[config.mk]
export PLATFORM = sky130hd
export DESIGN_NAME = hazardUnit
export DESIGN_NICKNAME = d
export VERILOG_FILES = /design/src/design/mipsPkg.sv /design/src/design/hazardUnit.sv
export SDC_FILE = /design/constraint.sdc
export NUM_CORES = 1
export LEC_CHECK = 0
export BUFFER_PORTS_ARGS = -buffer_cell sky130_fd_sc_hd__buf_2
export CAP_MARGIN = 0
export CELL_PAD_IN_SITES_DETAIL_PLACEMENT = 0
export CELL_PAD_IN_SITES_GLOBAL_PLACEMENT = 1
export CORE_AREA = 2 2 59 50
export DETAILED_ROUTE_END_ITERATION = 12
export DIE_AREA = 0 0 61 52
export PLACE_DENSITY_LB_ADDON = 0.1
export SYNTH_ARGS = -nofsm -noshare
export SYNTH_HDL_FRONTEND = slang
export SYNTH_SLANG_ARGS = --single-unit
export TNS_END_PERCENT = 5
[constraint.sdc]
create_clock -name vclk -period 2.7
set_clock_uncertainty 0.2 [all_clocks]
set_input_delay 0.54 -clock vclk [all_inputs]
set_output_delay 0.54 -clock vclk [all_outputs]
set_load 0.1 [all_outputs]
[src/testbench/program.hex]
// One hex instruction word per line, address 0 first, step 4
// Stores go to 0x40..0x7C, 0xFFFF at 0x7C ends the run
20010005  // 00 addi $1, $0, 5
20020007  // 01 addi $2, $0, 7
00221820  // 02 add  $3, $1, $2
AC030040  // 03 sw   $3, 0x40($0)
00221822  // 04 sub  $3, $1, $2
AC030044  // 05 sw   $3, 0x44($0)
00221824  // 06 and  $3, $1, $2
AC030048  // 07 sw   $3, 0x48($0)
00221825  // 08 or   $3, $1, $2
AC03004C  // 09 sw   $3, 0x4C($0)
00221826  // 0A xor  $3, $1, $2
AC030050  // 0B sw   $3, 0x50($0)
00221827  // 0C nor  $3, $1, $2
AC030054  // 0D sw   $3, 0x54($0)
2824FFFF  // 0E slti $4, $1, -1
AC040058  // 0F sw   $4, 0x58($0)
2005FFFF  // 10 addi $5, $0, -1
00A1302A  // 11 slt  $6, $5, $1
AC06005C  // 12 sw   $6, 0x5C($0)
00A6382B  // 13 sltu $7, $5, $6
AC070060  // 14 sw   $7, 0x60($0)
30A8F0F0  // 15 andi $8, $5, 0xF0F0
AC080064  // 16 sw   $8, 0x64($0)
3409FFFF  // 17 ori  $9, $0, 0xFFFF
AC090068  // 18 sw   $9, 0x68($0)
20000009  // 19 addi $0, $0, 9
AC00006C  // 1A sw   $0, 0x6C($0)
AC010070  // 1B sw   $1, 0x70($0)
8C0A0070  // 1C lw   $10, 0x70($0)
214B0001  // 1D addi $11, $10, 1
AC0B0074  // 1E sw   $11, 0x74($0)
200C0005  // 1F addi $12, $0, 5
11810002  // 20 beq  $12, $1, +2 (taken)
AC0C0078  // 21 sw   $12, 0x78($0)  delay slot
AC020040  // 22 sw   $2, 0x40($0)  skipped
10220002  // 23 beq  $1, $2, +2 (not taken)
200D0003  // 24 addi $13, $0, 3  delay slot
AC09007C  // 25 sw   $9, 0x7C($0)  end marker
1000FFFF  // 26 beq  $0, $0, -1
00000000  // 27 nop
[src/design/mipsPkg.sv]
//--------------------
// Shared widths, opcode and funct encodings and the ALU operation type
// for the pipelined MIPS core. Modules pull it in by wildcard import.
//--------------------
`default_nettype none

package mipsPkg;

  localparam int DataWidth    = 32;
  localparam int RegAddrWidth = 5;
  localparam int NumRegs      = 32;
  localparam int OpcodeWidth  = 6;
  localparam int FunctWidth   = 6;
  localparam int ImmWidth     = 16;

  // Opcodes --------------------
  localparam logic [OpcodeWidth-1:0] OpRType = 6'b000000;
  localparam logic [OpcodeWidth-1:0] OpLw    = 6'b100011;
  localparam logic [OpcodeWidth-1:0] OpSw    = 6'b101011;
  localparam logic [OpcodeWidth-1:0] OpBeq   = 6'b000100;
  localparam logic [OpcodeWidth-1:0] OpAddi  = 6'b001000;
  localparam logic [OpcodeWidth-1:0] OpAddiu = 6'b001001;
  localparam logic [OpcodeWidth-1:0] OpSlti  = 6'b001010;
  localparam logic [OpcodeWidth-1:0] OpAndi  = 6'b001100;
  localparam logic [OpcodeWidth-1:0] OpOri   = 6'b001101;

  // R-type funct codes --------------------
  localparam logic [FunctWidth-1:0] FnAdd  = 6'b100000;
  localparam logic [FunctWidth-1:0] FnAddu = 6'b100001;
  localparam logic [FunctWidth-1:0] FnSub  = 6'b100010;
  localparam logic [FunctWidth-1:0] FnSubu = 6'b100011;
  localparam logic [FunctWidth-1:0] FnAnd  = 6'b100100;
  localparam logic [FunctWidth-1:0] FnOr   = 6'b100101;
  localparam logic [FunctWidth-1:0] FnXor  = 6'b100110;
  localparam logic [FunctWidth-1:0] FnNor  = 6'b100111;
  localparam logic [FunctWidth-1:0] FnSlt  = 6'b101010;
  localparam logic [FunctWidth-1:0] FnSltu = 6'b101011;

  typedef enum logic [2:0] {
    AluAnd  = 3'b000,
    AluOr   = 3'b001,
    AluAdd  = 3'b010,
    AluSltu = 3'b011,
    AluXor  = 3'b100,
    AluNor  = 3'b101,
    AluSub  = 3'b110,
    AluSlt  = 3'b111
  } aluControlT;

  localparam int ImemWords = 64;
  localparam int DmemWords = 64;
  localparam string ProgramFile = "/design/src/testbench/program.hex";
  localparam logic [DataWidth-1:0] ResetPc = '0;

endpackage

`default_nettype wire

[src/design/hazardUnit.sv]
//--------------------
// Forwarding selects for decode and execute, and the stall that holds
// fetch and decode while execute takes a bubble.
//--------------------
`timescale 1ns/1ps
`default_nettype none

module hazardUnit import mipsPkg::*; (
  input  wire logic [RegAddrWidth-1:0] rsD, rtD, rsE, rtE,
  input  wire logic [RegAddrWidth-1:0] writeRegE, writeRegM, writeRegW,
  input  wire logic                    regWriteE, regWriteM, regWriteW,
  input  wire logic                    memToRegE, memToRegM,
  input  wire logic                    branchD,
  output logic                         forwardAD, forwardBD,
  output logic [1:0]                   forwardAE, forwardBE,
  output logic                         stall
);

  logic loadUseStall, branchStall;

  // Comparator sources, memory stage only
  assign forwardAD = (rsD != '0) && (rsD == writeRegM) && regWriteM;
  assign forwardBD = (rtD != '0) && (rtD == writeRegM) && regWriteM;

  // ALU sources --------------------
  always_comb begin
    forwardAE = 2'b00;
    forwardBE = 2'b00;
    if (rsE != '0) begin
      if (rsE == writeRegM && regWriteM) forwardAE = 2'b10;      // Memory wins
      else if (rsE == writeRegW && regWriteW) forwardAE = 2'b01;
    end
    if (rtE != '0) begin
      if (rtE == writeRegM && regWriteM) forwardBE = 2'b10;
      else if (rtE == writeRegW && regWriteW) forwardBE = 2'b01;
    end
  end

  assign loadUseStall = memToRegE && (rtE != '0) && (rtE == rsD || rtE == rtD);
  assign branchStall  = branchD &&
    ((regWriteE && writeRegE != '0 && (writeRegE == rsD || writeRegE == rtD)) ||
     (memToRegM && writeRegM != '0 && (writeRegM == rsD || writeRegM == rtD)));
  assign stall = loadUseStall || branchStall;

  // Stall terms key on memToReg alone, so a load must also write a register
  always_comb begin
    assert final (!memToRegE || regWriteE);
    assert final (!memToRegM || regWriteM);
  end

endmodule

`default_nettype wire

==> results.yml <==
critical_path:
  cp_max_fo: 2
  arrival_ns: 1.97
  cp-startpoint: "writeRegM[2]"
  worstSetupPathType: "input port to output port"
  crit_path_end_kind: "output port"
  critical_path.top_delay_family: "simple AND/OR/NAND/NOR gates"
  start_kind: "input port"
  critical_path_required_ns: 1.96
  critPathMaxStageDelay_ns: 0.53
  worst_path_max_delay_cell: "or4_4"
  crit_buf_inv: 2
  crit_chain: "buf_6 -> or4_4 -> o211ai_1 -> a21oi_1 -> or3_4 -> buf_12"
floorplan:
  die_x_um: 61
  start_util_pct: 28.5
  dieArea_um2: 3170
  die_h_um: 52
  core_region_area_um2: 2620
  io_pins: 48
  placementRows: 17
timing:
  setup_slack_ns: -0.00893
  fmax_mhz: 369
  hold_slack_ns: 1.34
  period_share_pct: 100
  period_needed_ns: 2.71
  setup_violations: 1
  slew_violations: 0
  rsz0062_at_grt: "yes"
  tightest_slew_ns: 0.488
  slew_headroom_pct: 67.7
  finalHoldViolations: 0
global_routing:
  grt_pass1_wl_um: 4030
  grt_pass1_vias: 887
  grt_antenna_before_repair: 0
  grt_overflow_total: 0
  grt_usage_pct: 16.7
  grt_max_degree: 7
drt:
  wl_per_cell_um: 13.2
  via_per_inst: 4.60
  wl_met2_um: 1190
  drt_iter0_markers: 29
  wl_met3_um: 142
  drc_errors: 0
  ant_nets: 0
  wirelength_um: 2550
  top_layer: "met3"
  drtPass1Iterations: 4
  vias: 888
  wl_met1_um: 1220
final_layout:
  clock_buffers: 0
  fin_util_pct: 46.6
  seq_cells: 0
  fin_nets: 198
  antenna_cells: 0
  drive_above_1_share_pct: 47.1
  fin_area_um2: 1220
  seq_area_um2: 0
  area_growth_syn_to_layout_pct: 63.9
placed_design:
  post-dp-hpwl_um: 2150
  place_area_um2: 1180
  dp_slack_ns: -0.0911
  io_buffer_count: 48
  place_congestion: 0.879
pwr:
  p_sw_mw: 0.102
  swShare_pct: 51.9
  combPwrFrac_pct: 100.0
  p_per_area_nw_per_um2: 161
  p_clk_share_pct: 0
  ir_worst_vdd_mv: 0.0519
  power.leakage_nw: 0.514
  p_seq_share_pct: 0
  p_int_mw: 0.0945
  totalPowerFinal_mw: 0.196
yosys:
  netlist_top_cells_area: "xor2_1, xnor2_1, nand3_1"
  syn-num-nets: 144
  ys_top_cells_by_count: "xor2_1, xnor2_1, nand3_1"
  synthCells: 103
  synth_area_um2: 744
  yosysMostFrequentCell: "xor2_1"
  syn_avg_cell_area_um2: 7.23
  synth_top_area_share_pct: 30.6
  yosysTopAreaCell: "xor2_1"
  synthDistinctLibCells: 20
  yosys_warnings: 0
  seq_area_frac_synth_pct: 0
outcome:
  outcome: "finished with violations"
  failed_checks: "negative setup slack"
run:
  cap_violations: 0
worst_hold_path:
  hp-class: "input port to output port"
  hold_start: "regWriteM"
clock_tree:
  cts_setup_buffers: 0
  hold_buffers: 0
## timing repair
item,CTS,global route
hold endpoints to repair,0,0
pin swaps,0,4
resized for setup,5,5
setup endpoints to repair,1,3
cloned,0,0
## worst paths after layout
check   endpoint  slack (ns)  cells past startpoint
max        stall      -0.009                      6
min    forwardAD        1.34                      4
## power groups by stage
| stage | Clock [mW] | Sequential, mW | Combinational [mW] |
|---|---|---|---|
| floorplan | 0 | 0 | 0.113 |
| global placement | 0 | 0 | 0.186 |
| detailed placement | 0 | 0 | 0.189 |
| CTS | 0 | 0 | 0.194 |
| global route | 0 | 0 | 0.215 |
| finish | 0 | 0 | 0.196 |
## cell usage in the layout (no fill, tap or decap), drive strengths merged
master / synthesis / final
o211ai: 2 / 2
a21oi: 3 / 3
buf: 6 / 61
nor2: 6 / 6
xor2: 26 / 26
nor4: 2 / 2
nand2: 2 / 2
clkbuf: 4 / 1
nor3: 6 / 6
or3: 1 / 1
or4: 6 / 6
nand3: 8 / 8
nand4: 2 / 2
o21ai: 3 / 3
nor4b: 2 / 2
xnor2: 24 / 24
## worst min-delay path: stages
cell and delay (ns):
buf_2 0.14, o21ai_0 0.10, nor2_2 0.06, buf_12 0.15
## layout make-up
class / instances / area (µm²)
timing repair buffer: 62 / 435
multi-input combinational: 93 / 737
fill: 284 / 1400
tap: 38 / 47.5
## layer usage
layer / up-vias / GRT usage [%]
met2: 28 / 29.2
met4: 0 / 0
met5: - / 0
met3: 0 / 0
li1: 457 / -
met1: 403 / 24.3
## stage by stage
step	TNS [ns]	std cells
finish	-0.00893	193
floorplan	-0.732	103
global placement	-0.0649	193
CTS	-0.00511	193
global route	-0.0745	193
detailed placement	-0.0911	193
## logic make-up after synthesis
logic type	after synthesis	share of synthesized area, %
compound gates	8	6.55
xor+xnor	50	58.8
buf+inv	10	8.07
simple gates	35	26.6
(Power assumes the default switching activity.)
