--- config.mk ---
export PLATFORM = sky130hd
export DESIGN_NAME = mipsMemories
export DESIGN_NICKNAME = d
export VERILOG_FILES = /design/src/design/mipsPkg.sv /design/src/design/mipsMemories.sv
export SDC_FILE = /design/constraint.sdc
export NUM_CORES = 2
export LEC_CHECK = 0
export ABC_CLOCK_PERIOD_IN_PS = 6350
export BUFFER_PORTS_ARGS = -buffer_cell sky130_fd_sc_hd__buf_2
export CORE_ASPECT_RATIO = 0.7
export CORE_MARGIN = 5
export CORE_UTILIZATION = 30
export DETAILED_ROUTE_END_ITERATION = 16
export SYNTH_ARGS = -nofsm -noshare
export SYNTH_HDL_FRONTEND = slang
export SYNTH_SLANG_ARGS = --single-unit
--- constraint.sdc ---
create_clock -name clk -period 6.35 [get_ports clk]
set_input_delay 0.635 -clock clk [delete_from_list [all_inputs] [get_ports clk]]
set_output_delay 0.635 -clock clk [all_outputs]
set_load 0.005 [all_outputs]
--- src/testbench/program.hex ---
// One hex instruction word per line, address 0 first, step 4
// Stores go to 0x40..0x7C, 0xFFFF at 0x7C ends the run
20010005  // 00 addi $1, $0, 5
20020007  // 01 addi $2, $0, 7
00221820  // 02 add  $3, $1, $2
AC030040  // 03 sw   $3, 0x40($0)
00221822  // 04 sub  $3, $1, $2
AC030044  // 05 sw   $3, 0x44($0)
00221824  // 06 and  $3, $1, $2
AC030048  // 07 sw   $3, 0x48($0)
00221825  // 08 or   $3, $1, $2
AC03004C  // 09 sw   $3, 0x4C($0)
00221826  // 0A xor  $3, $1, $2
AC030050  // 0B sw   $3, 0x50($0)
00221827  // 0C nor  $3, $1, $2
AC030054  // 0D sw   $3, 0x54($0)
2824FFFF  // 0E slti $4, $1, -1
AC040058  // 0F sw   $4, 0x58($0)
2005FFFF  // 10 addi $5, $0, -1
00A1302A  // 11 slt  $6, $5, $1
AC06005C  // 12 sw   $6, 0x5C($0)
00A6382B  // 13 sltu $7, $5, $6
AC070060  // 14 sw   $7, 0x60($0)
30A8F0F0  // 15 andi $8, $5, 0xF0F0
AC080064  // 16 sw   $8, 0x64($0)
3409FFFF  // 17 ori  $9, $0, 0xFFFF
AC090068  // 18 sw   $9, 0x68($0)
20000009  // 19 addi $0, $0, 9
AC00006C  // 1A sw   $0, 0x6C($0)
AC010070  // 1B sw   $1, 0x70($0)
8C0A0070  // 1C lw   $10, 0x70($0)
214B0001  // 1D addi $11, $10, 1
AC0B0074  // 1E sw   $11, 0x74($0)
200C0005  // 1F addi $12, $0, 5
11810002  // 20 beq  $12, $1, +2 (taken)
AC0C0078  // 21 sw   $12, 0x78($0)  delay slot
AC020040  // 22 sw   $2, 0x40($0)  skipped
10220002  // 23 beq  $1, $2, +2 (not taken)
200D0003  // 24 addi $13, $0, 3  delay slot
AC09007C  // 25 sw   $9, 0x7C($0)  end marker
1000FFFF  // 26 beq  $0, $0, -1
00000000  // 27 nop
--- src/design/mipsPkg.sv ---
//--------------------
// Shared widths, opcode and funct encodings and the ALU operation type
// for the pipelined MIPS core. Modules pull it in by wildcard import.
//--------------------
`default_nettype none

package mipsPkg;

  localparam int DataWidth    = 32;
  localparam int RegAddrWidth = 5;
  localparam int NumRegs      = 32;
  localparam int OpcodeWidth  = 6;
  localparam int FunctWidth   = 6;
  localparam int ImmWidth     = 16;

  // Opcodes --------------------
  localparam logic [OpcodeWidth-1:0] OpRType = 6'b000000;
  localparam logic [OpcodeWidth-1:0] OpLw    = 6'b100011;
  localparam logic [OpcodeWidth-1:0] OpSw    = 6'b101011;
  localparam logic [OpcodeWidth-1:0] OpBeq   = 6'b000100;
  localparam logic [OpcodeWidth-1:0] OpAddi  = 6'b001000;
  localparam logic [OpcodeWidth-1:0] OpAddiu = 6'b001001;
  localparam logic [OpcodeWidth-1:0] OpSlti  = 6'b001010;
  localparam logic [OpcodeWidth-1:0] OpAndi  = 6'b001100;
  localparam logic [OpcodeWidth-1:0] OpOri   = 6'b001101;

  // R-type funct codes --------------------
  localparam logic [FunctWidth-1:0] FnAdd  = 6'b100000;
  localparam logic [FunctWidth-1:0] FnAddu = 6'b100001;
  localparam logic [FunctWidth-1:0] FnSub  = 6'b100010;
  localparam logic [FunctWidth-1:0] FnSubu = 6'b100011;
  localparam logic [FunctWidth-1:0] FnAnd  = 6'b100100;
  localparam logic [FunctWidth-1:0] FnOr   = 6'b100101;
  localparam logic [FunctWidth-1:0] FnXor  = 6'b100110;
  localparam logic [FunctWidth-1:0] FnNor  = 6'b100111;
  localparam logic [FunctWidth-1:0] FnSlt  = 6'b101010;
  localparam logic [FunctWidth-1:0] FnSltu = 6'b101011;

  typedef enum logic [2:0] {
    AluAnd  = 3'b000,
    AluOr   = 3'b001,
    AluAdd  = 3'b010,
    AluSltu = 3'b011,
    AluXor  = 3'b100,
    AluNor  = 3'b101,
    AluSub  = 3'b110,
    AluSlt  = 3'b111
  } aluControlT;

  localparam int ImemWords = 64;
  localparam int DmemWords = 64;
  localparam string ProgramFile = "/design/src/testbench/program.hex";
  localparam logic [DataWidth-1:0] ResetPc = '0;

endpackage

`default_nettype wire

--- src/design/mipsMemories.sv ---
//--------------------
// Instruction ROM loaded from the hex program and a single-cycle data
// RAM. Both are word-indexed and read combinationally.
//--------------------
`timescale 1ns/1ps
`default_nettype none

module mipsMemories import mipsPkg::*; (
  input  wire logic                 clk,
  input  wire logic [DataWidth-1:0] pcF,
  input  wire logic                 memWriteM,
  input  wire logic [DataWidth-1:0] aluOutM,
  input  wire logic [DataWidth-1:0] writeDataM,
  output logic [DataWidth-1:0]      instrF,
  output logic [DataWidth-1:0]      readDataM
);

  localparam int ImemIdxWidth = $clog2(ImemWords);
  localparam int DmemIdxWidth = $clog2(DmemWords);

  logic [DataWidth-1:0] imem [ImemWords];
  logic [DataWidth-1:0] dmem [DmemWords];

  initial $readmemh(ProgramFile, imem);

  // Byte offset bits dropped
  assign instrF    = imem[pcF[ImemIdxWidth+1:2]];
  assign readDataM = dmem[aluOutM[DmemIdxWidth+1:2]];

  always_ff @(posedge clk) begin
    if (memWriteM) dmem[aluOutM[DmemIdxWidth+1:2]] <= writeDataM;
  end

endmodule

`default_nettype wire

==> impl_metrics.toml <==
[status]
status = "finished clean"

[worst_setup_path]
cp-end-kind = "primary output"
cp.arrival_ps = 4610
path_class = "in2out"
crit_path_start_kind = "input port"
cp.required_ps = 5710
crit_start = "aluOutM[3]"
critPathMaxFanout = 88

[global_routing]
grt_overflow_total = 0
grt_pass1_vias = 41020
grt_use_met1 = 0.2357
antenna_found_initial = 22
grt_max_degree = 89
grt_usage = 0.1561
grt_first_pass_wirelength_um = 310900
met3_usage = 0.03869
top_usage_layer = "met1"
grt_use_met2 = 0.2238

[placement]
gp_congestion = 0.8038
io_buffers = 71
dp_hpwl_um = 127800
dpl_cell_area_um2 = 84240

[sta]
setup-tns-final_ps = 0
drv_slew = 0
finalHoldViolCount = 0
fmax_ghz = 0.1906
relSlewSlack = 0.03705
worst_pin_slew_ps = 1441
setup_violations = 0
fin_crit_sh = 0.8264
rsz0062_at_grt = "false"
fin_crit_ps = 5248
hold_slack_ps = 496.9

[final_layout]
layout-drive-gt1-share = 0.1831
finalNetCount = 4493
largest_register_ffs = 2048
final_area_um2 = 89590
area_growth_pct = 14.08
utilization = 0.3432

[cts]
cts_tree = "yes"
cts_sinks = 2048
cts_resized = 0
cts.path.max_buffers = 4
cts_setup_buffers = 0
cts_buffers = 178
htreeDepth = 4
clock-root-buffer = "clkbuf_16"
clk_pin_slew_ps = 70
ctsHoldBuffers = 0

[power_and_ir_drop]
total_leakage_power_nw = 28.08
p_per_area_nw_per_um2 = 300.7
p_total_w = 0.02694
p_clk_frac = 0.388
p_seq_frac = 0.556
power_switching_w = 0.005896
pwr-share-comb = 0.056
irDropWorstVdd_mv = 0.2282
intPower_w = 0.02104
switching_share = 0.2189

[hold_path]
hold_path.class = "in2reg"
hp-start = "writeDataM[9]"
holdPathEnd = "dmem[19][9]"
whs_path_depth = 2

[yosys]
synth_top_flop_cell = "edfxtp_1"
syn_avg_cell_area_um2 = 18.52
ys_ff_latch = 2048
seq_area_frac_synth = 0.7831
yosys_warnings = 0
netlist_area_um2 = 78530
synthCells = 4240
synth_cell_type_count = 56
synth_edf_count = 2048
async_flop_share = 0

[routing]
route.antenna.remaining_nets = 0
drtIter0Drc = 5720
vias_per_cell = 5.341
drtPass1Iterations = 8
vias = 42850
wire_per_inst_um = 27.43
drc = 0
wl_um = 220100

[floorplanning]
rows = 157
start_util = 0.3008
ios = 162
core_um2 = 261100
fp.dieH_um = 438.1
die_w_um = 621.5
die_area_um2 = 272300

[job]
cap_viol_max_count = 0
## power by group through the flow
stage,Sequential (W),Combinational (W),Clock [W]
6_report,0.0150,0.00150,0.0105
3_3_place_gp,0.0153,0.00148,0
5_1_grt,0.0150,0.00159,0.0112
4_1_cts,0.0150,0.00151,0.0106
2_1_floorplan,0.0153,0.000754,0
3_5_place_dp,0.0153,0.00150,0
## area by class of cell
cell class                      count  area, µm²
Timing Repair Buffer              274       2185
Sequential cell                  2048      61500
Clock inverter                     84      610.6
Tap cell                         3498       4377
Inverter                            2      15.01
Antenna cell                        2      5.005
Fill cell                       24430     171500
Clock buffer                      224       4733
Multi-Input combinational cell   1891      16170
## worst max-delay path, stage by stage
cell	delay, ps
buf_8	520
inv_8	410
buf_4	470
o21ai_0	240
nand3_1	100
a2111oi_1	1250
nand3_1	480
buf_2	260
## cells by family (layout without fill, tap and decap cells)
| logic type | after synthesis | in the layout | synth area share |
|---|---|---|---|
| buffers and inverters | 332 | 584 | 0.01996 |
| AND/OR/NAND/NOR | 424 | 424 | 0.02820 |
| other | 1 | 34 | 0.00004775 |
| multiplexers | 502 | 502 | 0.08162 |
| flip-flops | 2048 | 2048 | 0.7831 |
| AO/OA/AOI/OAI | 933 | 933 | 0.08705 |
## metrics by stage
| stage | instances | worst slack [ps] |
|---|---|---|
| 2_1_floorplan | 4271 | 2476 |
| 3_3_place_gp | 7713 | 1392 |
| 3_5_place_dp | 7713 | 1437 |
| 4_1_cts | 8021 | 1409 |
| 5_1_grt | 8023 | 1141 |
| 6_report | 8023 | 1102 |
## worst max path at each step
stage / cells past startpoint / slack, ps / endpoint
final: 8 / 1100 / readDataM[26]
after global routing: 8 / 1140 / readDataM[26]
after CTS: 10 / 1410 / readDataM[0]
after detailed placement: 8 / 1440 / readDataM[1]
after global placement: 10 / 1390 / readDataM[20]
after floorplan: 8 / 2480 / dmem[15][0]
## layout by cell type, fill, tap and decap left out, drive strengths merged, types with 18 or more instances in the layout
master / count
a21oi: 121
a221oi: 175
a22o: 66
a22oi: 188
a31oi: 43
and3: 85
buf: 274
clkbuf: 224
clkinv: 71
conb: 32
edfxtp: 2048
mux2: 147
mux2i: 259
mux4: 96
nand2: 28
nand2b: 18
nand3: 54
nor2: 145
nor3: 22
o21ai: 85
o22a: 70
o22ai: 93
## synth_stat cells, types with 14 or more instances
master / n / area share
a2111oi_0: 15 / 0.0017
a211oi_1: 17 / 0.0016
a21oi_1: 121 / 0.0077
a221o_1: 15 / 0.0019
a221oi_1: 175 / 0.020
a222oi_1: 16 / 0.0020
a22o_1: 66 / 0.0074
a22oi_1: 188 / 0.018
a31oi_1: 43 / 0.0034
and3_1: 85 / 0.0068
buf_1: 33 / 0.0016
buf_2: 83 / 0.0053
buf_4: 40 / 0.0038
clkbuf_1: 168 / 0.0080
edfxtp_1: 2048 / 0.78
mux2_2: 147 / 0.021
mux2i_1: 259 / 0.033
mux4_2: 96 / 0.028
nand2_1: 28 / 0.0013
nand2b_1: 18 / 0.0014
nand3_1: 54 / 0.0034
nor2_1: 145 / 0.0069
nor3_1: 22 / 0.0014
nor4_1: 14 / 0.0011
o21ai_0: 84 / 0.0054
o22a_1: 70 / 0.0078
o22ai_1: 93 / 0.0074
o2bb2ai_1: 15 / 0.0017
or4_1: 15 / 0.0014
or4b_1: 14 / 0.0018
## routing by layer
layer  wire, µm  part of all wire
met1      96150              0.44
met2      93550              0.43
met3      24170              0.11
met4       6158             0.028
met5         56           0.00025
No activity file was read; power rests on OpenSTA's default activity.
