===== src/testbench/program.hex =====
// One hex instruction word per line, address 0 first, step 4
// Stores go to 0x40..0x7C, 0xFFFF at 0x7C ends the run
20010005  // 00 addi $1, $0, 5
20020007  // 01 addi $2, $0, 7
00221820  // 02 add  $3, $1, $2
AC030040  // 03 sw   $3, 0x40($0)
00221822  // 04 sub  $3, $1, $2
AC030044  // 05 sw   $3, 0x44($0)
00221824  // 06 and  $3, $1, $2
AC030048  // 07 sw   $3, 0x48($0)
00221825  // 08 or   $3, $1, $2
AC03004C  // 09 sw   $3, 0x4C($0)
00221826  // 0A xor  $3, $1, $2
AC030050  // 0B sw   $3, 0x50($0)
00221827  // 0C nor  $3, $1, $2
AC030054  // 0D sw   $3, 0x54($0)
2824FFFF  // 0E slti $4, $1, -1
AC040058  // 0F sw   $4, 0x58($0)
2005FFFF  // 10 addi $5, $0, -1
00A1302A  // 11 slt  $6, $5, $1
AC06005C  // 12 sw   $6, 0x5C($0)
00A6382B  // 13 sltu $7, $5, $6
AC070060  // 14 sw   $7, 0x60($0)
30A8F0F0  // 15 andi $8, $5, 0xF0F0
AC080064  // 16 sw   $8, 0x64($0)
3409FFFF  // 17 ori  $9, $0, 0xFFFF
AC090068  // 18 sw   $9, 0x68($0)
20000009  // 19 addi $0, $0, 9
AC00006C  // 1A sw   $0, 0x6C($0)
AC010070  // 1B sw   $1, 0x70($0)
8C0A0070  // 1C lw   $10, 0x70($0)
214B0001  // 1D addi $11, $10, 1
AC0B0074  // 1E sw   $11, 0x74($0)
200C0005  // 1F addi $12, $0, 5
11810002  // 20 beq  $12, $1, +2 (taken)
AC0C0078  // 21 sw   $12, 0x78($0)  delay slot
AC020040  // 22 sw   $2, 0x40($0)  skipped
10220002  // 23 beq  $1, $2, +2 (not taken)
200D0003  // 24 addi $13, $0, 3  delay slot
AC09007C  // 25 sw   $9, 0x7C($0)  end marker
1000FFFF  // 26 beq  $0, $0, -1
00000000  // 27 nop

===== src/design/mipsPkg.sv =====
//--------------------
// Shared widths, opcode and funct encodings and the ALU operation type
// for the pipelined MIPS core. Modules pull it in by wildcard import.
//--------------------
`default_nettype none

package mipsPkg;

  localparam int DataWidth    = 32;
  localparam int RegAddrWidth = 5;
  localparam int NumRegs      = 32;
  localparam int OpcodeWidth  = 6;
  localparam int FunctWidth   = 6;
  localparam int ImmWidth     = 16;

  // Opcodes --------------------
  localparam logic [OpcodeWidth-1:0] OpRType = 6'b000000;
  localparam logic [OpcodeWidth-1:0] OpLw    = 6'b100011;
  localparam logic [OpcodeWidth-1:0] OpSw    = 6'b101011;
  localparam logic [OpcodeWidth-1:0] OpBeq   = 6'b000100;
  localparam logic [OpcodeWidth-1:0] OpAddi  = 6'b001000;
  localparam logic [OpcodeWidth-1:0] OpAddiu = 6'b001001;
  localparam logic [OpcodeWidth-1:0] OpSlti  = 6'b001010;
  localparam logic [OpcodeWidth-1:0] OpAndi  = 6'b001100;
  localparam logic [OpcodeWidth-1:0] OpOri   = 6'b001101;

  // R-type funct codes --------------------
  localparam logic [FunctWidth-1:0] FnAdd  = 6'b100000;
  localparam logic [FunctWidth-1:0] FnAddu = 6'b100001;
  localparam logic [FunctWidth-1:0] FnSub  = 6'b100010;
  localparam logic [FunctWidth-1:0] FnSubu = 6'b100011;
  localparam logic [FunctWidth-1:0] FnAnd  = 6'b100100;
  localparam logic [FunctWidth-1:0] FnOr   = 6'b100101;
  localparam logic [FunctWidth-1:0] FnXor  = 6'b100110;
  localparam logic [FunctWidth-1:0] FnNor  = 6'b100111;
  localparam logic [FunctWidth-1:0] FnSlt  = 6'b101010;
  localparam logic [FunctWidth-1:0] FnSltu = 6'b101011;

  typedef enum logic [2:0] {
    AluAnd  = 3'b000,
    AluOr   = 3'b001,
    AluAdd  = 3'b010,
    AluSltu = 3'b011,
    AluXor  = 3'b100,
    AluNor  = 3'b101,
    AluSub  = 3'b110,
    AluSlt  = 3'b111
  } aluControlT;

  localparam int ImemWords = 64;
  localparam int DmemWords = 64;
  localparam string ProgramFile = "/design/src/testbench/program.hex";
  localparam logic [DataWidth-1:0] ResetPc = '0;

endpackage

`default_nettype wire


===== src/design/registerFile.sv =====
//--------------------
// 32-entry register file. Reads are combinational, the write lands on
// the falling edge so writeback and decode share one cycle.
//--------------------
`timescale 1ns/1ps
`default_nettype none

module registerFile import mipsPkg::*; (
  input  wire logic                    clk,
  input  wire logic                    writeEnable,
  input  wire logic [RegAddrWidth-1:0] readAddrA,
  input  wire logic [RegAddrWidth-1:0] readAddrB,
  input  wire logic [RegAddrWidth-1:0] writeAddr,
  input  wire logic [DataWidth-1:0]    writeData,
  output logic [DataWidth-1:0]         readA,
  output logic [DataWidth-1:0]         readB
);

  logic [DataWidth-1:0] regs [NumRegs];

  always_ff @(negedge clk) begin
    if (writeEnable) regs[writeAddr] <= writeData;
  end

  assign readA = (readAddrA != '0) ? regs[readAddrA] : '0;  // $zero reads zero
  assign readB = (readAddrB != '0) ? regs[readAddrB] : '0;

  assert property (@(negedge clk) writeEnable |-> !$isunknown(writeAddr));

endmodule

`default_nettype wire


===== config.mk =====
export PLATFORM = sky130hd
export DESIGN_NAME = registerFile
export DESIGN_NICKNAME = d
export VERILOG_FILES = /design/src/design/mipsPkg.sv /design/src/design/registerFile.sv
export SDC_FILE = /design/constraint.sdc
export NUM_CORES = 2
export LEC_CHECK = 0
export BUFFER_PORTS_ARGS = -buffer_cell sky130_fd_sc_hd__buf_2
export CORE_MARGIN = 4
export CORE_UTILIZATION = 35
export CTS_BUF_LIST = sky130_fd_sc_hd__clkbuf_4 sky130_fd_sc_hd__clkbuf_8 sky130_fd_sc_hd__clkbuf_16
export DETAILED_ROUTE_END_ITERATION = 10
export SKIP_CTS_REPAIR_TIMING = 1
export SYNTH_ARGS = -nofsm -noshare
export SYNTH_HDL_FRONTEND = slang
export SYNTH_SLANG_ARGS = --single-unit

===== constraint.sdc =====
create_clock -name clk -period 3.12 [get_ports clk]
set_input_delay 0 -clock clk [delete_from_list [all_inputs] [get_ports clk]]
set_output_delay 0 -clock clk [all_outputs]
set_load 0.02 [all_outputs]

==> flow_summary_export.csv <==
group,metric,value,unit
cells_and_area,drive_above_1_share,33.6,%
detailed_routing,post_drt_wl_per_cell,29.4,um
critical_path,arrival,4.18,ns
logic_synthesis,syn_area,47100,um2
global_routing,grt-ovfl-total,0,
min_path,hold_class,"input pin to output pin",
floorplan,ios,113,
cts,h-tree-depth,3,
logic_synthesis,synth_cell_types,40,
cells_and_area,largest_registers,"regs x1024",
cts,clock_path_buffers,3,
cells_and_area,fin_nets,3642,
global_routing,antenna_found_initial,10,
pwr,ir_worst_vdd,0.000471,V
sta,hold_violations,0,
floorplan,dieArea,140000,um2
placement,dpl.hpwl,96900,um
logic_synthesis,ys_ff_latch,1024,
cts,clk_transition_reported_paths,0.03,ns
sta,setup_violations,64,
cells_and_area,largest_register,"regs",
critical_path,critPathLaunchType,"flop",
cells_and_area,post-route-util,46.0,%
critical_path,cpPeakStageDelay,0.55,ns
logic_synthesis,synth.avg_cell_area,20.6,um2
global_routing,grt_max_degree,65,
placement,io_buffers,112,
cells_and_area,synthToLayoutAreaGrowth,30.5,%
sta,rsz0062_at_grt,"true",
global_routing,grt_pass1_vias,35000,
cts,tritoncts,"built",
placement,dp_slack,-0.777,ns
floorplan,die_h,375,um
status,violations,"negative setup slack",
critical_path,crit_top_cell,"mux4_2",
critical_path,end_kind,"output pin",
job,max-cap-violations,0,
sta,worst_pin_slew,1.18,ns
pwr,leakage,0.0237,uW
cts,cts-root-buf,"clkbuf_16",
logic_synthesis,seq_area_frac_synth,65.3,%
detailed_routing,drt_pass1_iterations,5,
placement,gp_congestion,0.833,
cts,clkSinkCount,1024,
floorplan,dieWidth,375,um
critical_path,crit_chain,"mux4_2, mux4_2, o22ai_4, nor3_4, buf_6",
critical_path,path_class,"flop to output pin",
critical_path,cp_num_buf_inv,1,
detailed_routing,via_per_inst,5.81,
logic_synthesis,yosysWarningCount,0,
cells_and_area,largest_reg_flops,1024,
detailed_routing,num_vias,31700,
global_routing,grt_pass1_wl,227000,um
pwr,p_per_area,610,nW/um2
floorplan,fp.coreArea,134000,um2
detailed_routing,finalWirelength,160000,um
floorplan,fp-row-count,134,
sta,drv_slew,0,
critical_path,required,3.12,ns
global_routing,grtUsageTotal,22.3,%
detailed_routing,drt-initial-drc-count,3328,
floorplan,initial_core_util,35.2,%
sta,max_slew_margin,21.3,%
critical_path,worst-path-max-fanout,2,
pwr,power.total,37500,uW
status,status,"finished with violations",
cells_and_area,num-fill-cells,11400,
sta,finalWorstSetupSlack,-1.06,ns
critical_path,worst_path_max_delay_cell,"mux4_2",
logic_synthesis,synth_nets,2340,
detailed_routing,drc,0,
detailed_routing,postRouteAntennaNets,0,
cts,numCtsBuffers,105,
critical_path,critical_path.top_delay_family,"multiplexers",
logic_synthesis,netlist_instances,2291,
[worst min-delay path: stages]
cell and delay (ns):
buf_2 0.17, mux4_2 0.35, o22ai_4 0.15, nor3_4 0.07
buf_6 0.13
[metal layers]
| metal | vias up | part of all wire (%) | global-route usage (%) |
|---|---|---|---|
| li1 | 12800 | - | - |
| met1 | 16800 | 37 | 26.4 |
| met2 | 1773 | 50 | 36.3 |
| met3 | 400 | 8.7 | 6.80 |
| met4 | 6 | 4.6 | 12.9 |
| met5 | - | 0.022 | 0.206 |
[path summary, 6_finish.rpt]
| path | from | end | slack, ns | cells after the start |
|---|---|---|---|---|
| worst max-delay path | regs[31][25]$_DFFE_NP_ | readA[25] | -1.06 | 5 |
| worst min-delay path | readAddrA[3] | readA[8] | 0.88 | 5 |
[final cells by class]
class	instances	area [um2]	area share, %
Timing Repair Buffer	364	3690	6.01
Tap cell	1768	2210	3.60
Sequential cell	1024	30700	50.0
Inverter	3	11.3	0.0183
Clock buffer	105	2630	4.28
Clock inverter	1113	4920	8.00
Antenna cell	7	17.5	0.0285
Multi-Input combinational cell	1071	17200	28.0
[cell usage after synthesis, drive strengths merged]
master	instances	area [um2]
or2	2	12.5
clkbuf	69	259
nand2	7	26.3
a22oi	16	120
o221ai	5	43.8
a2111oi	61	589
nand3	4	20.0
clkinv	1	3.75
and4b	1	10.0
a311oi	1	8.76
nor4b	1	8.76
and2	3	18.8
a32o	4	40.0
mux2	33	372
mux2i	160	1600
a22o	53	464
mux4	465	10500
nand2b	6	37.5
a221oi	6	52.6
or3b	4	35.0
inv	3	11.3
or3	2	12.5
nor4	5	31.3
nand3b	7	52.6
a31o	1	8.76
o22ai	105	657
nor3	55	275
a211oi	4	30.0
edfxtp	1024	30700
nor2b	13	81.3
nor2	39	146
a21oi	8	40.0
buf	123	788
[power by group]
part	internal, uW	leakage [uW]	total [uW]	switching [uW]
logic	1420	0.00721	3320	1900
registers	15400	0.00922	15500	75.9
clock network	9740	0.00728	18600	8900
[kinds of logic after synthesis]
| logic type | Yosys count | share of synthesized area, % |
|---|---|---|
| DFF | 1024 | 65.3 |
| muxes | 658 | 26.4 |
| buffers and inverters | 196 | 2.26 |
| and+or+nand+nor | 149 | 1.63 |
| AOI/OAI and AO/OA | 264 | 4.36 |
[metrics by stage]
stage / instances / setup TNS, ns / hold slack (ns) / area (um2)
after floorplan: 2291 / -256.95 / 0.374 / 47200
after global placement: 4232 / -26.17 / 0.918 / 52000
after detailed placement: 4232 / -28.16 / 0.919 / 52000
after CTS: 5449 / -73.41 / 0.923 / 59600
after global routing: 5448 / -64.75 / 0.903 / 61400
final: 5455 / -60.25 / 0.880 / 61400
[cell usage in the layout (no fill, tap or decap), drive strengths merged, types with 7 or more instances in the layout]
master | synthesis | final
mux2 | 33 | 33
mux4 | 465 | 465
clkinv | 1 | 12
inv | 3 | 1058
nand2 | 7 | 7
o22ai | 105 | 105
a22oi | 16 | 16
clkinvlp | 0 | 24
clkbuf | 69 | 105
nand3b | 7 | 7
nor2 | 39 | 39
diode | 0 | 7
nor2b | 13 | 13
edfxtp | 1024 | 1024
a22o | 53 | 53
nor3 | 55 | 55
mux2i | 160 | 160
a2111oi | 61 | 61
buf | 123 | 364
a21oi | 8 | 8
bufinv | 0 | 22
(Power assumes the default switching activity.)
