===== config.mk =====
export PLATFORM = sky130hd
export DESIGN_NAME = controlUnit
export DESIGN_NICKNAME = d
export VERILOG_FILES = /design/src/design/mipsPkg.sv /design/src/design/controlUnit.sv
export SDC_FILE = /design/constraint.sdc
export NUM_CORES = 1
export LEC_CHECK = 0
export BUFFER_PORTS_ARGS = -buffer_cell sky130_fd_sc_hd__buf_4
export CORE_AREA = 5 5 43 45
export CTS_CLUSTER_DIAMETER = 40
export CTS_CLUSTER_SIZE = 20
export DETAILED_ROUTE_END_ITERATION = 8
export DIE_AREA = 0 0 48 50
export GPL_TIMING_DRIVEN = 1
export MAX_ROUTING_LAYER = met4
export PLACE_DENSITY = 0.7
export SLEW_MARGIN = 20
export SYNTH_ARGS = -nofsm -noshare
export SYNTH_HDL_FRONTEND = slang
export SYNTH_SLANG_ARGS = --single-unit

===== constraint.sdc =====
create_clock -name clk -period 0.8 [get_ports clk]
set_clock_uncertainty 0.05 [all_clocks]
set_input_delay 0 -clock clk [delete_from_list [all_inputs] [get_ports clk]]
set_output_delay 0 -clock clk [all_outputs]
set_load 0.01 [all_outputs]

===== src/testbench/program.hex =====
// One hex instruction word per line, address 0 first, step 4
// Stores go to 0x40..0x7C, 0xFFFF at 0x7C ends the run
20010005  // 00 addi $1, $0, 5
20020007  // 01 addi $2, $0, 7
00221820  // 02 add  $3, $1, $2
AC030040  // 03 sw   $3, 0x40($0)
00221822  // 04 sub  $3, $1, $2
AC030044  // 05 sw   $3, 0x44($0)
00221824  // 06 and  $3, $1, $2
AC030048  // 07 sw   $3, 0x48($0)
00221825  // 08 or   $3, $1, $2
AC03004C  // 09 sw   $3, 0x4C($0)
00221826  // 0A xor  $3, $1, $2
AC030050  // 0B sw   $3, 0x50($0)
00221827  // 0C nor  $3, $1, $2
AC030054  // 0D sw   $3, 0x54($0)
2824FFFF  // 0E slti $4, $1, -1
AC040058  // 0F sw   $4, 0x58($0)
2005FFFF  // 10 addi $5, $0, -1
00A1302A  // 11 slt  $6, $5, $1
AC06005C  // 12 sw   $6, 0x5C($0)
00A6382B  // 13 sltu $7, $5, $6
AC070060  // 14 sw   $7, 0x60($0)
30A8F0F0  // 15 andi $8, $5, 0xF0F0
AC080064  // 16 sw   $8, 0x64($0)
3409FFFF  // 17 ori  $9, $0, 0xFFFF
AC090068  // 18 sw   $9, 0x68($0)
20000009  // 19 addi $0, $0, 9
AC00006C  // 1A sw   $0, 0x6C($0)
AC010070  // 1B sw   $1, 0x70($0)
8C0A0070  // 1C lw   $10, 0x70($0)
214B0001  // 1D addi $11, $10, 1
AC0B0074  // 1E sw   $11, 0x74($0)
200C0005  // 1F addi $12, $0, 5
11810002  // 20 beq  $12, $1, +2 (taken)
AC0C0078  // 21 sw   $12, 0x78($0)  delay slot
AC020040  // 22 sw   $2, 0x40($0)  skipped
10220002  // 23 beq  $1, $2, +2 (not taken)
200D0003  // 24 addi $13, $0, 3  delay slot
AC09007C  // 25 sw   $9, 0x7C($0)  end marker
1000FFFF  // 26 beq  $0, $0, -1
00000000  // 27 nop

===== src/design/mipsPkg.sv =====
//--------------------
// Shared widths, opcode and funct encodings and the ALU operation type
// for the pipelined MIPS core. Modules pull it in by wildcard import.
//--------------------
`default_nettype none

package mipsPkg;

  localparam int DataWidth    = 32;
  localparam int RegAddrWidth = 5;
  localparam int NumRegs      = 32;
  localparam int OpcodeWidth  = 6;
  localparam int FunctWidth   = 6;
  localparam int ImmWidth     = 16;

  // Opcodes --------------------
  localparam logic [OpcodeWidth-1:0] OpRType = 6'b000000;
  localparam logic [OpcodeWidth-1:0] OpLw    = 6'b100011;
  localparam logic [OpcodeWidth-1:0] OpSw    = 6'b101011;
  localparam logic [OpcodeWidth-1:0] OpBeq   = 6'b000100;
  localparam logic [OpcodeWidth-1:0] OpAddi  = 6'b001000;
  localparam logic [OpcodeWidth-1:0] OpAddiu = 6'b001001;
  localparam logic [OpcodeWidth-1:0] OpSlti  = 6'b001010;
  localparam logic [OpcodeWidth-1:0] OpAndi  = 6'b001100;
  localparam logic [OpcodeWidth-1:0] OpOri   = 6'b001101;

  // R-type funct codes --------------------
  localparam logic [FunctWidth-1:0] FnAdd  = 6'b100000;
  localparam logic [FunctWidth-1:0] FnAddu = 6'b100001;
  localparam logic [FunctWidth-1:0] FnSub  = 6'b100010;
  localparam logic [FunctWidth-1:0] FnSubu = 6'b100011;
  localparam logic [FunctWidth-1:0] FnAnd  = 6'b100100;
  localparam logic [FunctWidth-1:0] FnOr   = 6'b100101;
  localparam logic [FunctWidth-1:0] FnXor  = 6'b100110;
  localparam logic [FunctWidth-1:0] FnNor  = 6'b100111;
  localparam logic [FunctWidth-1:0] FnSlt  = 6'b101010;
  localparam logic [FunctWidth-1:0] FnSltu = 6'b101011;

  typedef enum logic [2:0] {
    AluAnd  = 3'b000,
    AluOr   = 3'b001,
    AluAdd  = 3'b010,
    AluSltu = 3'b011,
    AluXor  = 3'b100,
    AluNor  = 3'b101,
    AluSub  = 3'b110,
    AluSlt  = 3'b111
  } aluControlT;

  localparam int ImemWords = 64;
  localparam int DmemWords = 64;
  localparam string ProgramFile = "/design/src/testbench/program.hex";
  localparam logic [DataWidth-1:0] ResetPc = '0;

endpackage

`default_nettype wire


===== src/design/controlUnit.sv =====
//--------------------
// Main and ALU decoders in decode, then the control word carried
// through execute, memory and writeback. A stall bubbles execute.
//--------------------
`timescale 1ns/1ps
`default_nettype none

module controlUnit import mipsPkg::*; (
  input  wire logic                   clk,
  input  wire logic                   reset,
  input  wire logic [OpcodeWidth-1:0] opD,
  input  wire logic [FunctWidth-1:0]  functD,
  input  wire logic                   stall,
  output logic                        branchD,
  output logic                        regWriteE, regWriteM, regWriteW,
  output logic                        memToRegE, memToRegM, memToRegW,
  output logic                        memWriteM,
  output logic                        aluSrcE,
  output logic                        regDstE,
  output aluControlT                  aluControlE
);

  logic       regWriteD, regDstD, aluSrcD, memWriteD, memToRegD, memWriteE;
  aluControlT aluControlD, functControl;

  always_comb begin
    case (functD)
      FnAdd, FnAddu: functControl = AluAdd;
      FnSub, FnSubu: functControl = AluSub;
      FnAnd:         functControl = AluAnd;
      FnOr:          functControl = AluOr;
      FnXor:         functControl = AluXor;
      FnNor:         functControl = AluNor;
      FnSlt:         functControl = AluSlt;
      FnSltu:        functControl = AluSltu;
      default:       functControl = AluAdd;  // Reset bubble lands here
    endcase
  end

  always_comb begin
    regWriteD   = 1'b0;
    regDstD     = 1'b0;
    aluSrcD     = 1'b0;
    memWriteD   = 1'b0;
    memToRegD   = 1'b0;
    branchD     = 1'b0;
    aluControlD = AluAdd;
    case (opD)
      OpRType: begin
        regWriteD   = 1'b1;
        regDstD     = 1'b1;
        aluControlD = functControl;
      end
      OpLw: begin
        regWriteD = 1'b1;
        aluSrcD   = 1'b1;
        memToRegD = 1'b1;
      end
      OpSw: begin
        aluSrcD   = 1'b1;
        memWriteD = 1'b1;
      end
      OpBeq: branchD = 1'b1;  // Compared in decode, ALU unused
      OpAddi, OpAddiu: begin
        regWriteD = 1'b1;
        aluSrcD   = 1'b1;
      end
      OpSlti, OpAndi, OpOri: begin
        regWriteD   = 1'b1;
        aluSrcD     = 1'b1;
        aluControlD = (opD == OpSlti) ? AluSlt : ((opD == OpAndi) ? AluAnd : AluOr);
      end
      default: ;  // Unknown opcode acts as a no-op
    endcase
  end

  // Pipeline registers --------------------
  always_ff @(posedge clk or posedge reset) begin
    if (reset) begin
      regWriteE   <= 1'b0;
      memToRegE   <= 1'b0;
      memWriteE   <= 1'b0;
      aluSrcE     <= 1'b0;
      regDstE     <= 1'b0;
      aluControlE <= AluAnd;
    end else if (stall) begin
      regWriteE   <= 1'b0;  // Bubble behind a held decode
      memToRegE   <= 1'b0;
      memWriteE   <= 1'b0;
      aluSrcE     <= 1'b0;
      regDstE     <= 1'b0;
      aluControlE <= AluAnd;
    end else begin
      regWriteE   <= regWriteD;
      memToRegE   <= memToRegD;
      memWriteE   <= memWriteD;
      aluSrcE     <= aluSrcD;
      regDstE     <= regDstD;
      aluControlE <= aluControlD;
    end
  end

  always_ff @(posedge clk or posedge reset) begin
    if (reset) begin
      regWriteM <= 1'b0;
      memToRegM <= 1'b0;
      memWriteM <= 1'b0;
      regWriteW <= 1'b0;
      memToRegW <= 1'b0;
    end else begin
      regWriteM <= regWriteE;
      memToRegM <= memToRegE;
      memWriteM <= memWriteE;
      regWriteW <= regWriteM;
      memToRegW <= memToRegM;
    end
  end

  // A store never writes back, even after two stages of pipelining
  assert property (@(posedge clk) disable iff (reset) !(memWriteM && regWriteM));

endmodule

`default_nettype wire


==> impl_metrics.toml <==
[outcome]
status = "finished with violations"
violations = "negative hold slack, negative setup slack"

[synthesis]
syn-num-nets = 60
yosys.area.top_type = "dfrtp_1"
yosys_warnings = 0
synthTopCellsByArea = "dfrtp_1, and3b_1, nor4_4"
muxShareOfSynthArea = 0
synth.avg_cell_area_um2 = 12.2
synth-compound-area-share = 0.110
synth_simple_gate_area_frac = 0.276
yosys.area_share.xor_xnor = 0
syn_area_um2 = 548
synth-seq-area-share = 0.594
postSynthCellCount = 45
synthAdderAreaFrac = 0
synth_top_family_by_area = "simple AND/OR/NAND/NOR gates"
yosys.cell_types.count = 21
ys_ff_latch = 13
synth_top_area_share = 0.594

[placement]
post-place-ws_ns = -0.197
dpl.cell_count = 93
place_hpwl_um = 971
gp_congestion = 0.763
numPortBuffers = 27

[run]
max_cap_viol_count = 0

[sta]
period_share = 1.05
tightest_slew_ns = 0.458
finalSetupViolations = 12
hold_violations = 5
rsz0062_at_grt = "true"
worst_slack_ns = -0.0401
fin_hold_ws_ns = -0.0267
clock.fmax_ghz = 1.19
slew_headroom = 0.694
setup-tns-final_ns = -0.203
fin_crit_ns = 0.840
maxSlewViolCount = 0

[critical_path]
worst-endpoint-required_ns = 0.75
critPathTopFamily = "flip-flops"
cp-start-kind = "register"
cp_max_fo = 2
path_class = "register to output pin"
critPathMaxStageDelay_ns = 0.40
worstPathArrival_ns = 0.79
crit_path_end_kind = "output pin"
path_buf_inv = 1
cp_slowest_cell = "dfrtp_1"
path_cells = "buf_6"

[cells_and_area]
final_cell_mix = "buf_4, dfrtp_1, buf_6, nor2_1"
fin_nets = 101
final_common_cell = "buf_4"
antenna_cells = 0
drive_above_1_share = 0.459
syn2layout_area_growth_pct = 67.4
final_cells = 101

[clock_tree]
clkSinkCount = 13
cts-root-buf = "clkbuf_4"
clk_latency_ns = 0.27
hold_buffers = 3
cts_tree = "built"
clk_pin_slew_ns = 0.07
cts_buffers = 3
htree_levels = 1
cts_buffer_depth = 2

[global_routing]
grt_pass1_vias = 533
antenna_found_initial = 0
gr-total-overflow = 0
grt_max_degree = 14
grt.total_usage = 0.129
grt_pass1_wl_mm = 2.15

[drt]
drt_iter0_markers = 12
via_per_inst = 5.06
drt-wirelength-per-cell_um = 13.1
ant_nets = 0
totalWireLength_mm = 1.32
via_count = 511
first_pass_iters = 5
drc_errors = 0

[die]
fp.dieH_um = 50
die_w_um = 48
die_area_um2 = 2400
fp-row-count = 14
coreArea_um2 = 1440
boundaryPins = 28
initial_utilization = 0.382

[min_path]
worst_hold_path_type = "input port to register"

[pwr]
p_leak_uw = 0.000468
irDropWorstVdd_mv = 0.609
powerDensity_nw_per_um2 = 1370
p_total_uw = 1260
==> layout make-up <==
class                      count  area (um^2)
fill                         119          519
sequential                    13          325
timing repair buffer          36          323
multi-input combinational     29          211
clock buffer                   4         26.3
tap                           16         20.0
inverter                       3         11.3
==> stage by stage <==
stage	util	instance area, um^2
6_report	0.639	917
5_1_grt	0.639	917
4_1_cts	0.639	917
3_5_place_dp	0.563	808
3_3_place_gp	0.563	808
2_1_floorplan	-	548
==> kinds of logic (layout without fill, tap and decap cells) <==
group	count (synthesis)	count (layout)
and+or+nand+nor	19	19
DFF	13	13
buffers and inverters	3	43
AOI/OAI and AO/OA	10	10
==> sequential cells by signal, summed over array words and instances (netlist names) <==
name         cells
aluControlE      3
aluSrcE          1
memToRegE        1
memToRegM        1
memToRegW        1
memWriteE        1
memWriteM        1
regDstE          1
regWriteE        1
regWriteM        1
regWriteW        1
==> where the power goes <==
group	leakage (uW)	switching, uW	internal, uW	total (uW)
Clock	0.0000150	187	193	380
Sequential	0.000178	5.80	668	674
Combinational	0.000275	87.3	115	202
==> path summary, 6_finish.rpt <==
kind,startpoint,endpoint,slack (ns),cells after the start
max in group asynchronous,reset,memToRegE,0.13,3
worst max-delay path,regWriteM,regWriteM,-0.04,1
min in group asynchronous,reset,regWriteM,0.25,3
worst max register to register,regWriteM,regWriteW,0.23,0
worst min register to register,memWriteE,memWriteM,0.30,0
worst min-delay path,stall,aluControlE[0],-0.03,3
==> synth_stat cells <==
| master | number |
|---|---|
| nor3b_2 | 1 |
| and3b_1 | 3 |
| o22ai_1 | 1 |
| and3_1 | 1 |
| nor4b_2 | 1 |
| a311oi_1 | 1 |
| and4b_1 | 1 |
| o211ai_1 | 1 |
| a21oi_1 | 2 |
| nand3b_1 | 1 |
| nand2_1 | 3 |
| nor4_4 | 1 |
| nand4_1 | 1 |
| o21ai_1 | 2 |
| dfrtp_1 | 13 |
| a22oi_1 | 1 |
| and4bb_1 | 1 |
| inv_1 | 3 |
| o21ai_0 | 2 |
| nor3b_1 | 1 |
| nor2_1 | 4 |
==> metal layers <==
| metal | up-vias | GRT usage | part of all wire |
|---|---|---|---|
| met3 | 2 | 0.0218 | 0.092 |
| met5 | - | - | 0 |
| met2 | 30 | 0.214 | 0.52 |
| li1 | 246 | - | - |
| met1 | 233 | 0.138 | 0.37 |
| met4 | 0 | 0.0717 | 0.014 |
==> timing repair <==
action                                 4_1_cts  5_1_grt
pin swaps                                    1        1
gates resized for setup                     12        0
setup buffers                                1        0
endpoints found under the hold margin       20        5
setup endpoints to repair                   13       13
(Power assumes the default switching activity.)
